$ cat src/rtl/spi_bus_pkg.sv
`default_nettype none

package spi_bus_pkg;

    // Processor bus data width
    localparam int BUS_W = 8;

    // Register addresses within the 4-bit window
    typedef enum logic [3:0] {
        ADDR_CTRL = 4'd0, // Control write, status read
        ADDR_TX   = 4'd1, // Queue a byte, read back last written
        ADDR_RX   = 4'd2, // Last received byte
        ADDR_CFG  = 4'd4  // Divider and sampling mode, write only
    } spi_addr_e;

    // Control fields taken from bus bits 3:2
    typedef struct packed {
        logic dc;      // Bus bit 3
        logic end_txn; // Bus bit 2, release select after the byte
    } spi_ctrl_t;

    // Status word returned at ADDR_CTRL
    typedef struct packed {
        logic [3:0] rsvd;       // Always zero
        logic       dc;
        logic       end_txn;
        logic       tx_pending; // A byte waits behind the current one
        logic       busy;       // Engine is shifting
    } spi_status_t;

endpackage

`default_nettype wire

$ cat src/rtl/spi_link_pkg.sv
`default_nettype none

package spi_link_pkg;

    // Divider after reset, half period = divider + 1 clk cycles
    localparam logic [6:0] CFG_RESET_DIV = 7'd3;

    // Link configuration, same layout as the bus byte
    typedef struct packed {
        logic       read_late; // Bus bit 7, sample MISO half a period later
        logic [6:0] divider;   // Bus bits 6:0
    } spi_cfg_t;

    // One byte handed to the shift engine
    typedef struct packed {
        logic [7:0] data;
        logic       dc;
        logic       end_txn;
    } spi_req_t;

    // Output pins towards the SPI device
    typedef struct packed {
        logic sel;  // Active low select
        logic sclk;
        logic mosi;
        logic dc;   // Data/command line
    } spi_pins_t;

    typedef enum logic [1:0] {ST_IDLE, ST_SCLK_LOW, ST_SCLK_HIGH} spi_state_e;

endpackage

`default_nettype wire

$ cat src/rtl/spi_shift_engine.sv
`default_nettype none
`timescale 1ns/100ps

module spi_shift_engine (
    input  wire                    clk,
    input  wire                    rstn,
    input  wire spi_link_pkg::spi_cfg_t cfg,   // Divider and sampling mode, level
    input  wire spi_link_pkg::spi_req_t req,   // Byte to send, read at start
    input  wire                    start,      // One-cycle pulse, accepted when seen
    input  wire                    miso,
    output spi_link_pkg::spi_pins_t pins,
    output logic                   busy,
    output logic [7:0]             rx_data
);

    import spi_link_pkg::*;

    spi_state_e state;
    logic [6:0] clk_cnt;  // Counts clk cycles within a half period
    logic [3:0] bit_cnt;  // Falling edges still to come
    logic [7:0] shreg;    // Out on the top bit, in on the bottom bit
    logic       sel_q;
    logic       dc_q;
    logic       end_q;    // Latched end_txn of the byte in flight
    logic       half_done;

    // Half period ends when the counter reaches the divider
    assign half_done = (clk_cnt == cfg.divider);

    // Half period counter, runs only during a byte
    always_ff @(posedge clk) begin
        if (!rstn) begin
            clk_cnt <= '0;
        end else if (state == ST_IDLE) begin
            clk_cnt <= '0;
        end else if (half_done) begin
            clk_cnt <= '0;
        end else begin
            clk_cnt <= clk_cnt + 7'd1;
        end
    end

    // Byte FSM
    // sclk low half, then high half, eight times, plus a closing low half
    always_ff @(posedge clk) begin
        if (!rstn) begin
            state   <= ST_IDLE;
            bit_cnt <= '0;
            shreg   <= '0;      // Keeps mosi low until the first byte
            sel_q   <= 1'b1;
            dc_q    <= 1'b0;
            end_q   <= 1'b1;
        end else begin
            case (state)
                ST_IDLE: begin
                    if (start) begin
                        state   <= ST_SCLK_LOW;
                        shreg   <= req.data;
                        dc_q    <= req.dc;
                        end_q   <= req.end_txn;
                        bit_cnt <= 4'd8;
                        sel_q   <= 1'b0;  // Select asserts with busy
                    end
                end
                ST_SCLK_LOW: begin
                    if (half_done) begin
                        // Late mode replaces the bit taken at the previous fall
                        if (cfg.read_late && !bit_cnt[3]) begin
                            shreg[0] <= miso;
                        end
                        if (bit_cnt == 4'd0) begin
                            state <= ST_IDLE;   // 17th half period done
                            sel_q <= end_q;     // Hold select low for multi-byte
                        end else begin
                            state <= ST_SCLK_HIGH; // Rising sclk edge
                        end
                    end
                end
                ST_SCLK_HIGH: begin
                    if (half_done) begin
                        state   <= ST_SCLK_LOW;       // Falling edge
                        shreg   <= {shreg[6:0], miso}; // MOSI moves, MISO enters
                        bit_cnt <= bit_cnt - 4'd1;
                    end
                end
                default: begin
                    state <= ST_IDLE;
                end
            endcase
        end
    end

    assign busy    = (state != ST_IDLE);
    assign rx_data = shreg;  // Valid once busy is low

    // Pin map
    assign pins.sel  = sel_q;
    assign pins.sclk = (state == ST_SCLK_HIGH);
    assign pins.mosi = shreg[7];  // Top bit, stable across each rise
    assign pins.dc   = dc_q;

endmodule

`default_nettype wire

$ cat src/rtl/spi_reg_block.sv
`default_nettype none
`timescale 1ns/100ps

module spi_reg_block (
    input  wire                                clk,
    input  wire                                rstn,
    input  wire spi_bus_pkg::spi_addr_e        address,
    input  wire                                data_write,  // Write strobe, one cycle per write
    input  wire [spi_bus_pkg::BUS_W-1:0]       data_in,
    output logic [spi_bus_pkg::BUS_W-1:0]      data_out,    // Combinational from address
    input  wire                                busy,
    input  wire [7:0]                          rx_data,
    output spi_link_pkg::spi_cfg_t             cfg,
    output spi_link_pkg::spi_req_t             req,
    output logic                               start
);

    import spi_bus_pkg::*;
    import spi_link_pkg::*;

    spi_ctrl_t   ctrl;        // dc and end_txn for the next byte
    logic [7:0]  tx_data;     // Pending byte, also read back at ADDR_TX
    logic        tx_pending;
    spi_status_t status;

    // Hand the byte over when idle and the bus is quiet
    assign start = tx_pending && !busy && !data_write;

    // Control fields and the one-byte queue
    always_ff @(posedge clk) begin
        if (!rstn) begin
            ctrl.dc      <= 1'b0;
            ctrl.end_txn <= 1'b1;  // Single bytes by default
            tx_pending   <= 1'b0;
        end else if (data_write) begin
            case (address)
                ADDR_CTRL: ctrl <= spi_ctrl_t'(data_in[3:2]);
                ADDR_TX:   tx_pending <= 1'b1;  // Overwrites a byte still waiting
                default:   ;
            endcase
        end else if (start) begin
            tx_pending <= 1'b0;  // Engine takes the byte at this edge
        end
    end

    // Transmit byte, payload only
    always_ff @(posedge clk) begin
        if (data_write && address == ADDR_TX) begin
            tx_data <= data_in;
        end
    end

    // Link configuration
    // A write here applies at once, even mid-byte
    always_ff @(posedge clk) begin
        if (!rstn) begin
            cfg.read_late <= 1'b0;
            cfg.divider   <= CFG_RESET_DIV;
        end else if (data_write && address == ADDR_CFG) begin
            cfg <= spi_cfg_t'(data_in);
        end
    end

    // Request towards the engine, sampled only on start
    assign req.data    = tx_data;
    assign req.dc      = ctrl.dc;
    assign req.end_txn = ctrl.end_txn;

    // Status packing
    always_comb begin
        status.rsvd       = 4'b0000;
        status.dc         = ctrl.dc;
        status.end_txn    = ctrl.end_txn;
        status.tx_pending = tx_pending;
        status.busy       = busy;
    end

    // Read mux, config is write only
    always_comb begin
        case (address)
            ADDR_CTRL: data_out = status;
            ADDR_TX:   data_out = tx_data;
            ADDR_RX:   data_out = rx_data;
            default:   data_out = '0;  // Unmapped reads as zero
        endcase
    end

endmodule

`default_nettype wire

$ cat src/rtl/spi_periph_top.sv
`default_nettype none
`timescale 1ns/100ps

module spi_periph_top (
    input  wire                           clk,
    input  wire                           rstn,
    input  wire [3:0]                     address,     // Raw bus address
    input  wire                           data_write,
    input  wire [spi_bus_pkg::BUS_W-1:0]  data_in,
    output logic [spi_bus_pkg::BUS_W-1:0] data_out,
    input  wire                           miso,
    output spi_link_pkg::spi_pins_t       pins
);

    import spi_bus_pkg::*;
    import spi_link_pkg::*;

    // Register block to engine
    spi_cfg_t   cfg;
    spi_req_t   req;
    logic       start;
    // Engine back to register block
    logic       busy;
    logic [7:0] rx_data;

    spi_reg_block u_regs (
        .clk        (clk),
        .rstn       (rstn),
        .address    (spi_addr_e'(address)),  // Unmapped codes fall to the default read
        .data_write (data_write),
        .data_in    (data_in),
        .data_out   (data_out),
        .busy       (busy),
        .rx_data    (rx_data),
        .cfg        (cfg),
        .req        (req),
        .start      (start)
    );

    spi_shift_engine u_engine (
        .clk     (clk),
        .rstn    (rstn),
        .cfg     (cfg),
        .req     (req),
        .start   (start),
        .miso    (miso),
        .pins    (pins),
        .busy    (busy),
        .rx_data (rx_data)
    );

endmodule

`default_nettype wire

$ cat config.mk
export PLATFORM = sky130hd
export DESIGN_NAME = spi_periph_top
export DESIGN_NICKNAME = d
export VERILOG_FILES = /design/src/rtl/spi_bus_pkg.sv /design/src/rtl/spi_link_pkg.sv /design/src/rtl/spi_shift_engine.sv /design/src/rtl/spi_reg_block.sv /design/src/rtl/spi_periph_top.sv
export SDC_FILE = /design/constraint.sdc
export NUM_CORES = 1
export LEC_CHECK = 0
export BUFFER_PORTS_ARGS = -buffer_cell sky130_fd_sc_hd__buf_4
export CAP_MARGIN = 10
export CELL_PAD_IN_SITES_DETAIL_PLACEMENT = 1
export CELL_PAD_IN_SITES_GLOBAL_PLACEMENT = 2
export CORE_UTILIZATION = 38
export DETAILED_ROUTE_END_ITERATION = 8
export PLACE_DENSITY = 0.84
export SYNTH_ARGS = -nofsm -noshare
export SYNTH_HDL_FRONTEND = slang
export SYNTH_SLANG_ARGS = --single-unit
$ cat constraint.sdc
create_clock -name clk -period 2.6 [get_ports clk]
set_input_delay 0.26 -clock clk [delete_from_list [all_inputs] [get_ports clk]]
set_output_delay 0.26 -clock clk [all_outputs]
set_load 0.05 [all_outputs]
After elaboration in Yosys (flattened, before gate mapping)
Index checks and enable logic that the tools add are counted.

word-level totals
  bits in registers = 43
  input port bits = 16
  output and inout port bits = 12
  logic and storage cells = 74

cells by class
  add/sub/neg operators = 2
  equality and inequality tests = 12
  mux-type cells = 21
  bitwise logic cells = 1
  reductions and logical operators = 24

operators with widths
  operator                                                count
  case mux 8 bit (3 select lines)                         1
  2-to-1 mux 8 bit                                        2
  case mux 7 bit (2 select lines)                         1
  inequality test 2 x 1 -> 1 bit (second input constant)  5
  logical NOT 4 bit                                       2
  2-to-1 mux 2 bit                                        4
  2-to-1 mux 4 bit                                        2
  case mux 4 bit (2 select lines)                         1
  nonzero test 2 bit                                      4
  adder 7 x 1 -> 7 bit (second input constant)            1
  equality test 7 bit                                     1
  2-to-1 mux 1 bit                                        7
  case mux 2 bit (3 select lines)                         1
  AND reduction 2 bit                                     3
  AND reduction 3 bit                                     2
  logical AND 1 bit                                       5
  AND reduction 5 bit                                     1
  equality test 4 x 1 -> 1 bit (second input constant)    1
  equality test 4 x 2 -> 1 bit (second input constant)    1
  equality test 4 x 3 -> 1 bit (second input constant)    1
  AND reduction 4 bit                                     1
  subtractor 4 x 1 -> 4 bit (second input constant)       1
  logical NOT 1 bit                                       3
  case mux 1 bit (3 select lines)                         1
  8 further kinds                                         8

Logic depth before layout (Yosys ltp)
Gate-level depths: netlist (run 1).

  depth in word-level cells = 6
  depth in mapped cells = 8
  gate-level depth less buffers = 7

Hierarchy
Synthesis (run 1) repeated with hierarchy kept, for this count alone.

unflattened totals
  cells, all modules = 231
  area total of the unflattened synthesis = 2,179.6 sq um

modules (own cells, without submodules)
  module            times used  cells each  area each (sq um)  sequential area each (sq um)
  spi_shift_engine  1           141         1,265.0            480.5
  spi_reg_block     1           90          914.6              460.4

Least setup slack after synthesis (run 1)
OpenSTA, ideal clock, no wires.

  path type = register to register
  start = register u_engine.state[0]
  end = register u_engine.bit_cnt[3]
  library setup time = 0.088 ns
  data arrival time = 1.777 ns
  required time = 2.512 ns
  slack = 0.735 ns
  stages on the path, launching flop included = 7
  path buffers = 1
  period minus slack after synthesis = 1.865 ns
  path through = dfxtp_1 > inv_1 > ha_1 > and4_4 > buf_8 > a211oi_2 > a311oi_2

RTL lines
  item                    line                    RTL
  from (decl)             spi_shift_engine.sv:18  spi_state_e state;
  from (signal assigned)  spi_shift_engine.sv:47  state <= ST_IDLE;
  from (signal assigned)  spi_shift_engine.sv:57  state <= ST_SCLK_LOW;
  from (signal assigned)  spi_shift_engine.sv:72  state <= ST_IDLE;
  to (signal assigned)    spi_shift_engine.sv:83  bit_cnt <= bit_cnt - 4'd1;
  to (decl)               spi_shift_engine.sv:20  logic [3:0] bit_cnt;

Worst setup path in the final report (run 1)
  start = register u_engine.state[0]
  end = register u_engine.shreg[6] (netlist: u_engine.rx_data[6])

on the way
  cells in the longest elaborated chain, start to end = 6
  elaborated cells between the ends (all ways) = 11
  classes of those cells = eq/ne: 3; mux: 1; reduce/logical: 7

ends and longest elaborated chain
  item                             line                    RTL
  nonzero test 2 bit               spi_shift_engine.sv:93  assign busy = (state != ST_IDLE);
  logical NOT 1 bit                spi_reg_block.sv:27     assign start = tx_pending && !busy && !data_write;
  logical AND 1 bit (2 in a row)   spi_reg_block.sv:27
  inequality test 2 bit (no line)  -
  AND reduction 3 bit (no line)    -
  to (signal assigned)             spi_shift_engine.sv:58  shreg <= req.data;
  to (signal assigned)             spi_shift_engine.sv:82  shreg <= {shreg[6:0], miso};
  to (decl)                        spi_shift_engine.sv:21  logic [7:0] shreg;

Several ways; a longest one is shown, not always the timed one.
A chain may end at the register's enable or synchronous reset.

==> results.cfg, run 1 <==
[worst_setup_path]
end_kind = flop
cp.required_ps = 2840
cp_slowest_cell = nor3_2
cp.arrival_ps = 2340
cp_common_cell = inv_1
crit_chain = inv_1 > ha_1 > inv_1 > a21oi_2 > nor3_2 > a22oi_1 > a21oi_1
crit_fanout = 9
critPathLaunchType = flop
path_class = flop to flop
critPathMaxStageDelay_ps = 560

[timing]
finalCritPeriodShare = 0.806
finalSetupViolCount = 0
fin_ws_ps = 505
finalClockSkew_ps = 7.32
drv_slew = 0
worstMarginPinSlew_ps = 698
max_slew_margin = 0.532
hold_violations = 0
rsz0062_at_grt = false
finalSetupTns_ps = 0
max_freq_mhz = 477
period_minus_slack_ps = 2100

[drt]
drc = 0
avgViaCountPerCell = 5.26
wl_um = 5220
antenna_left = 0
dr.first_iter.drc_count = 95
wire_per_inst_um = 16.2
dr.pass1.iters = 5
vias = 1694

[clock_tree]
cts_resized = 0
clockBufferDepth = 2
cts_sinks = 43
post_cts_buffers = 0
htreeDepth = 2
cts_tree = done
clk_pin_slew_ps = 90
holdBufCountCts = 0
cts_made_buffers = 5
root_buffer = clkbuf_8
clkLatencyLatePin_ps = 300

[logic_synthesis]
synth_edf_count = 8
yosys_warnings = 0
synth-seq-area-share = 0.443
ys.flop_type = dfxtp_1
async_flop_share = 0
netlist_area_sq_um = 2120
synthesis.area_per_instance_sq_um = 9.28
ys_types = 41
ys_seq_elements = 43
syn_nets = 253
syn_inst = 229

[placement]
post-place-ws_ps = 529
numPlacedInstances = 314
portBuffers = 27
dp_hpwl_um = 4060
gp_congestion = 0.783

[final_layout]
diodes = 0
drive_above_1_share = 0.175
fin_nets = 275
stdcell_count = 322
area_delta_synth_final_pct = 16.0

[pwr]
leakagePower_uw = 0.00100
power_uw = 1500
powerDensity_nw_per_um2 = 610
vdd_drop_max_mv = 0.388

[die]
rows = 26
die-height_um = 76.8
start_util = 0.406
pin_count = 28
die_area_sq_um = 5890
die_w_um = 76.8
coreArea_sq_um = 5240

[job]
drv_cap = 0

[status]
status = finished clean

[global_routing]
grt_pass1_wl_um = 8560
grt_pass1_vias = 1682
antenna_found_initial = 0
grt.overflow.total = 0
grt_max_degree = 16
grt.total_usage = 0.193

[worst_hold_path]
hold_path_class = primary input to flop
-- state kept, by name, indices dropped and copies added (netlist names), 2 cells and up --
signal            flops
u_engine.rx_data      8
u_engine.state        2
u_regs.tx_data        8
u_regs.req            2
u_regs.cfg            8
u_engine.clk_cnt      7
u_engine.bit_cnt      4
-- final cells by class --
type / instances / area, sq um
Clock buffer: 5 / 68.8
Timing Repair Buffer: 28 / 210
Clock inverter: 3 / 47.5
Multi-Input combinational cell: 162 / 1070
Tap cell: 70 / 87.6
Sequential cell: 43 / 941
Inverter: 11 / 41.3
Fill cell: 624 / 2770
-- path summary, 6_finish.rpt --
path | slack (ps) | startpoint | endpoint | cells after the start
max | 500 | u_engine.state[0] | u_engine.rx_data[6] | 7
min | 140 | data_in[5] | u_regs.tx_data[5] | 1
max reg2reg | 500 | u_engine.state[0] | u_engine.rx_data[6] | 7
min reg2reg | 480 | u_engine.clk_cnt[0] | u_engine.clk_cnt[0] | 1
-- routing by layer --
metal,global-route usage,routed length (um),up-vias
li1,-,-,857
met1,0.255,2580,808
met2,0.297,2430,27
met3,0.0548,173,2
met4,0.0692,34,0
met5,0,0,-
-- cell families after synthesis --
group | count (synthesis) | share of synthesized area
muxes | 16 | 0.0754
adders and majority gates | 8 | 0.0471
DFF | 43 | 0.443
buffers and inverters | 24 | 0.0548
xor gates and xnor gates | 12 | 0.0495
and+or+nand+nor | 83 | 0.187
AOI/OAI and AO/OA | 43 | 0.143
-- critical path: cells and delay by family, from the launching register on --
| family | cells | cell delay (ps) |
|---|---|---|
| flops | 1 | 410 |
| compound gates | 3 | 470 |
| simple gates | 1 | 560 |
| fa+ha+maj | 1 | 280 |
| buf+inv | 2 | 310 |
-- cells in the final DEF (no fill, tap or decap), drive strengths merged --
| cell type | synthesis | final |
|---|---|---|
| o21ai | 3 | 3 |
| a22oi | 11 | 11 |
| o22ai | 1 | 1 |
| a211oi | 3 | 3 |
| nand3b | 1 | 1 |
| or2 | 1 | 1 |
| a21o | 1 | 1 |
| and4 | 2 | 2 |
| o211a | 1 | 1 |
| nand3 | 17 | 17 |
| clkinv | 0 | 1 |
| or3 | 2 | 2 |
| edfxtp | 8 | 8 |
| nor3b | 1 | 1 |
| dfxtp | 35 | 35 |
| xor2 | 2 | 2 |
| a221oi | 2 | 2 |
| a311oi | 1 | 1 |
| o221ai | 1 | 1 |
| inv | 11 | 12 |
| buf | 6 | 28 |
| nor2 | 33 | 33 |
| nor3 | 4 | 4 |
| mux2i | 16 | 16 |
| bufinv | 0 | 1 |
| clkbuf | 7 | 5 |
| ha | 8 | 8 |
| a41o | 1 | 1 |
| and3 | 2 | 2 |
| nor4 | 1 | 1 |
| nand4 | 3 | 3 |
| nor2b | 2 | 2 |
| xnor2 | 10 | 10 |
| nand2b | 2 | 2 |
| a2111oi | 1 | 1 |
| nand2 | 12 | 12 |
| a21oi | 17 | 17 |
-- per-stage QoR --
step	hold slack, ps	util	area, sq um
floorplan	359	-	2120
CTS	124	0.470	2460
finish	137	0.470	2460
global route	110	0.470	2460
global placement	452	0.448	2350
detailed placement	450	0.448	2350
-- synth_stat cells, drive strengths merged (3+ instances only) --
cell | count | share of area
nand2 | 12 | 0.021
dfxtp | 35 | 0.33
nor3 | 4 | 0.012
nand3 | 17 | 0.040
inv | 11 | 0.019
nand4 | 3 | 0.0088
edfxtp | 8 | 0.11
o21ai | 3 | 0.0071
buf | 6 | 0.022
a22oi | 11 | 0.039
nor2 | 33 | 0.058
a21oi | 17 | 0.042
mux2i | 16 | 0.075
xnor2 | 10 | 0.041
ha | 8 | 0.047
clkbuf | 7 | 0.013
a211oi | 3 | 0.013
-- where the power goes --
| group | leakage, uW | switching, uW | internal (uW) | total (uW) |
|---|---|---|---|---|
| clock network | 0.0000587 | 252 | 291 | 543 |
| registers | 0.000355 | 26.1 | 705 | 731 |
| logic | 0.000586 | 142 | 85.7 | 228 |
| total | 0.00100 | 420 | 1080 | 1500 |
(Power assumes the default switching activity.)
==> inputs of run 2 (changes only) <==
ABC_AREA = 1   (was unset)
CORE_UTILIZATION = 30   (was 38)
PLACE_DENSITY = 0.75   (was 0.84)
clock period = 1.7 ns   (was 2.6 ns; I/O delays follow)
==> results.cfg, run 2 <==
[status]
status = finished clean

[final_layout]
multi_input_area_sq_um = 1070
seq_area_sq_um = 945
final_common_cell = nand2_1
fillCellCount = 878
layout_common_cells = 69 x nand2_1, 37 x buf_4, 36 x inv_1, 35 x nor2_1, 32 x dfxtp_1
drive_above_1_share = 0.211
diodes = 0
fin_nets = 346
design_area_sq_um = 2670
area_delta_synth_final_pct = 23.0
final_util = 0.386

[die]
coreArea_sq_um = 6910
die-height_um = 87.0
pin_count = 28
die_w_um = 87.0
start_util = 0.314
die_area_sq_um = 7580
rows = 30

[clock_tree]
clockBufferDepth = 2
cts_sinks = 43
clk_pin_slew_ps = 90
holdBufCountCts = 0
htreeDepth = 2
cts_tree = done
cts_made_buffers = 5
root_buffer = clkbuf_8
clkLatencyLatePin_ps = 300

[placement]
portBuffers = 27
gp_congestion = 0.810
place_area_sq_um = 2500
dp_hpwl_um = 4520

[worst_hold_path]
holdPathStages = 1
min_from = data_in[0]
hold_end = u_regs.tx_data[0]
hold_path_class = primary input to flop

[worst_setup_path]
r2r_start = u_engine.state[0]
crit_fanout = 5
path_class = flop to output port
r2r_slack_ps = 120
r2r-end = u_engine.sel_q
reg2reg_depth = 9
cp.required_ps = 1530
end_kind = output port
cp.arrival_ps = 1430
critPathLaunchType = flop

[drt]
dr.pass1.iters = 4
drc = 0
antenna_left = 0
vias = 1889
wl_um = 5660
avgViaCountPerCell = 4.51
dr.first_iter.drc_count = 49
wire_per_inst_um = 13.5

[logic_synthesis]
async_flop_share = 0
synth_commonest_cells = 69 x nand2_1, 37 x inv_1, 35 x dfxtp_1, 35 x nor2_1, 18 x a21oi_1
yosysMostFrequentCell = nand2_1
ys_seq_elements = 43
netlist_area_sq_um = 2170
synthesis.area_per_instance_sq_um = 7.59
ys.flop_type = dfxtp_1
synth-seq-area-share = 0.434
syn_nets = 310
yosysTopAreaCell = dfxtp_1
syn_inst = 286
yosys_warnings = 0
synth_edf_count = 8
ys_types = 35
synthTopCellsByArea = dfxtp_1 32%, nand2_1 12%, edfxtp_1 11%, inv_1 6.4%, nor2_1 6.1%
yosysTopAreaCellShare = 0.323

[global_routing]
antenna_found_initial = 0
grt.total_usage = 0.164
grt.overflow.total = 0
grt_max_degree = 15
grt_pass1_wl_um = 9290
grt_pass1_vias = 1911

[timing]
finalCritPeriodShare = 0.939
drv_slew = 0
hold_violations = 0
max_freq_mhz = 626
max_slew_margin = 0.709
finalClockSkew_ps = 9.14
worstMarginPinSlew_ps = 436
finalSetupViolCount = 0
period_minus_slack_ps = 1600

[pwr]
leakagePower_uw = 0.00112
powerDensity_nw_per_um2 = 1090
vdd_drop_max_mv = 0.293
power_uw = 2900

[job]
drv_cap = 0
==> run 2: worst max path at each step <==
stage                                   start                  end  slack [ps]  cells past startpoint
after floorplan                    address[3]          data_out[4]        -180                      5
after global placement    u_engine.clk_cnt[0]  u_engine.rx_data[3]          70                     10
after detailed placement    u_engine.state[1]    u_engine.state[0]          30                      9
after CTS                 u_engine.clk_cnt[2]  u_engine.rx_data[1]          40                      9
after global routing        u_engine.state[0]       u_engine.sel_q          -5                      9
final                       u_engine.state[1]          data_out[0]         100                      4
==> run 2: cells by family (layout without fill, tap and decap cells) <==
| family | after synthesis | after routing | share of synthesized area |
|---|---|---|---|
| xor+xnor | 7 | 7 | 0.0283 |
| flops | 43 | 43 | 0.434 |
| compound gates | 50 | 50 | 0.144 |
| buf+inv | 47 | 84 | 0.0905 |
| simple gates | 130 | 130 | 0.253 |
| mux | 1 | 1 | 0.00461 |
| fa+ha+maj | 8 | 8 | 0.0461 |
==> run 2: metal layers <==
layer,global-route usage,vias up,wire length (um)
met5,0,-,0
met4,0.0621,0,89
met3,0.0332,7,175
met2,0.283,26,2640
met1,0.200,877,2760
li1,-,979,-
==> run 2: worst max-delay path, cell delays in order, from the launching register on <==
cell and delay [ps]:
dfxtp_1 410, inv_2 90, ha_4 190, o211ai_1 200, buf_4 230
==> run 2: timing repair <==
item / CTS / global route
hold endpoints to repair: 0 / 0
gates resized for setup: 2 / 9
setup endpoints to repair: 1 / 14
setup buffers: 0 / 2
pin swaps: 0 / 2
==> run 2: area by class of cell <==
cell class	count	area share
Sequential cell	43	0.354
Inverter	39	0.0558
Multi-Input combinational cell	196	0.401
Tap cell	96	0.0450
Timing Repair Buffer	37	0.104
Clock buffer	5	0.0258
Clock inverter	3	0.0145
==> run 2: metrics by stage <==
step                setup TNS (ps)  setup slack, ps  hold slack [ps]  instances
floorplan                     -715             -179              269        286
global placement                 0             65.1              362        409
detailed placement               0             27.0              366        409
CTS                              0             37.3             50.9        417
global route                 -7.48            -5.47             42.4        419
finish                           0              104             56.5        419
==> run 2: power breakdown <==
part | switching, uW | internal, uW
registers | 78.5 | 1130
logic | 556 | 334
clock network | 362 | 431
total | 996 | 1900
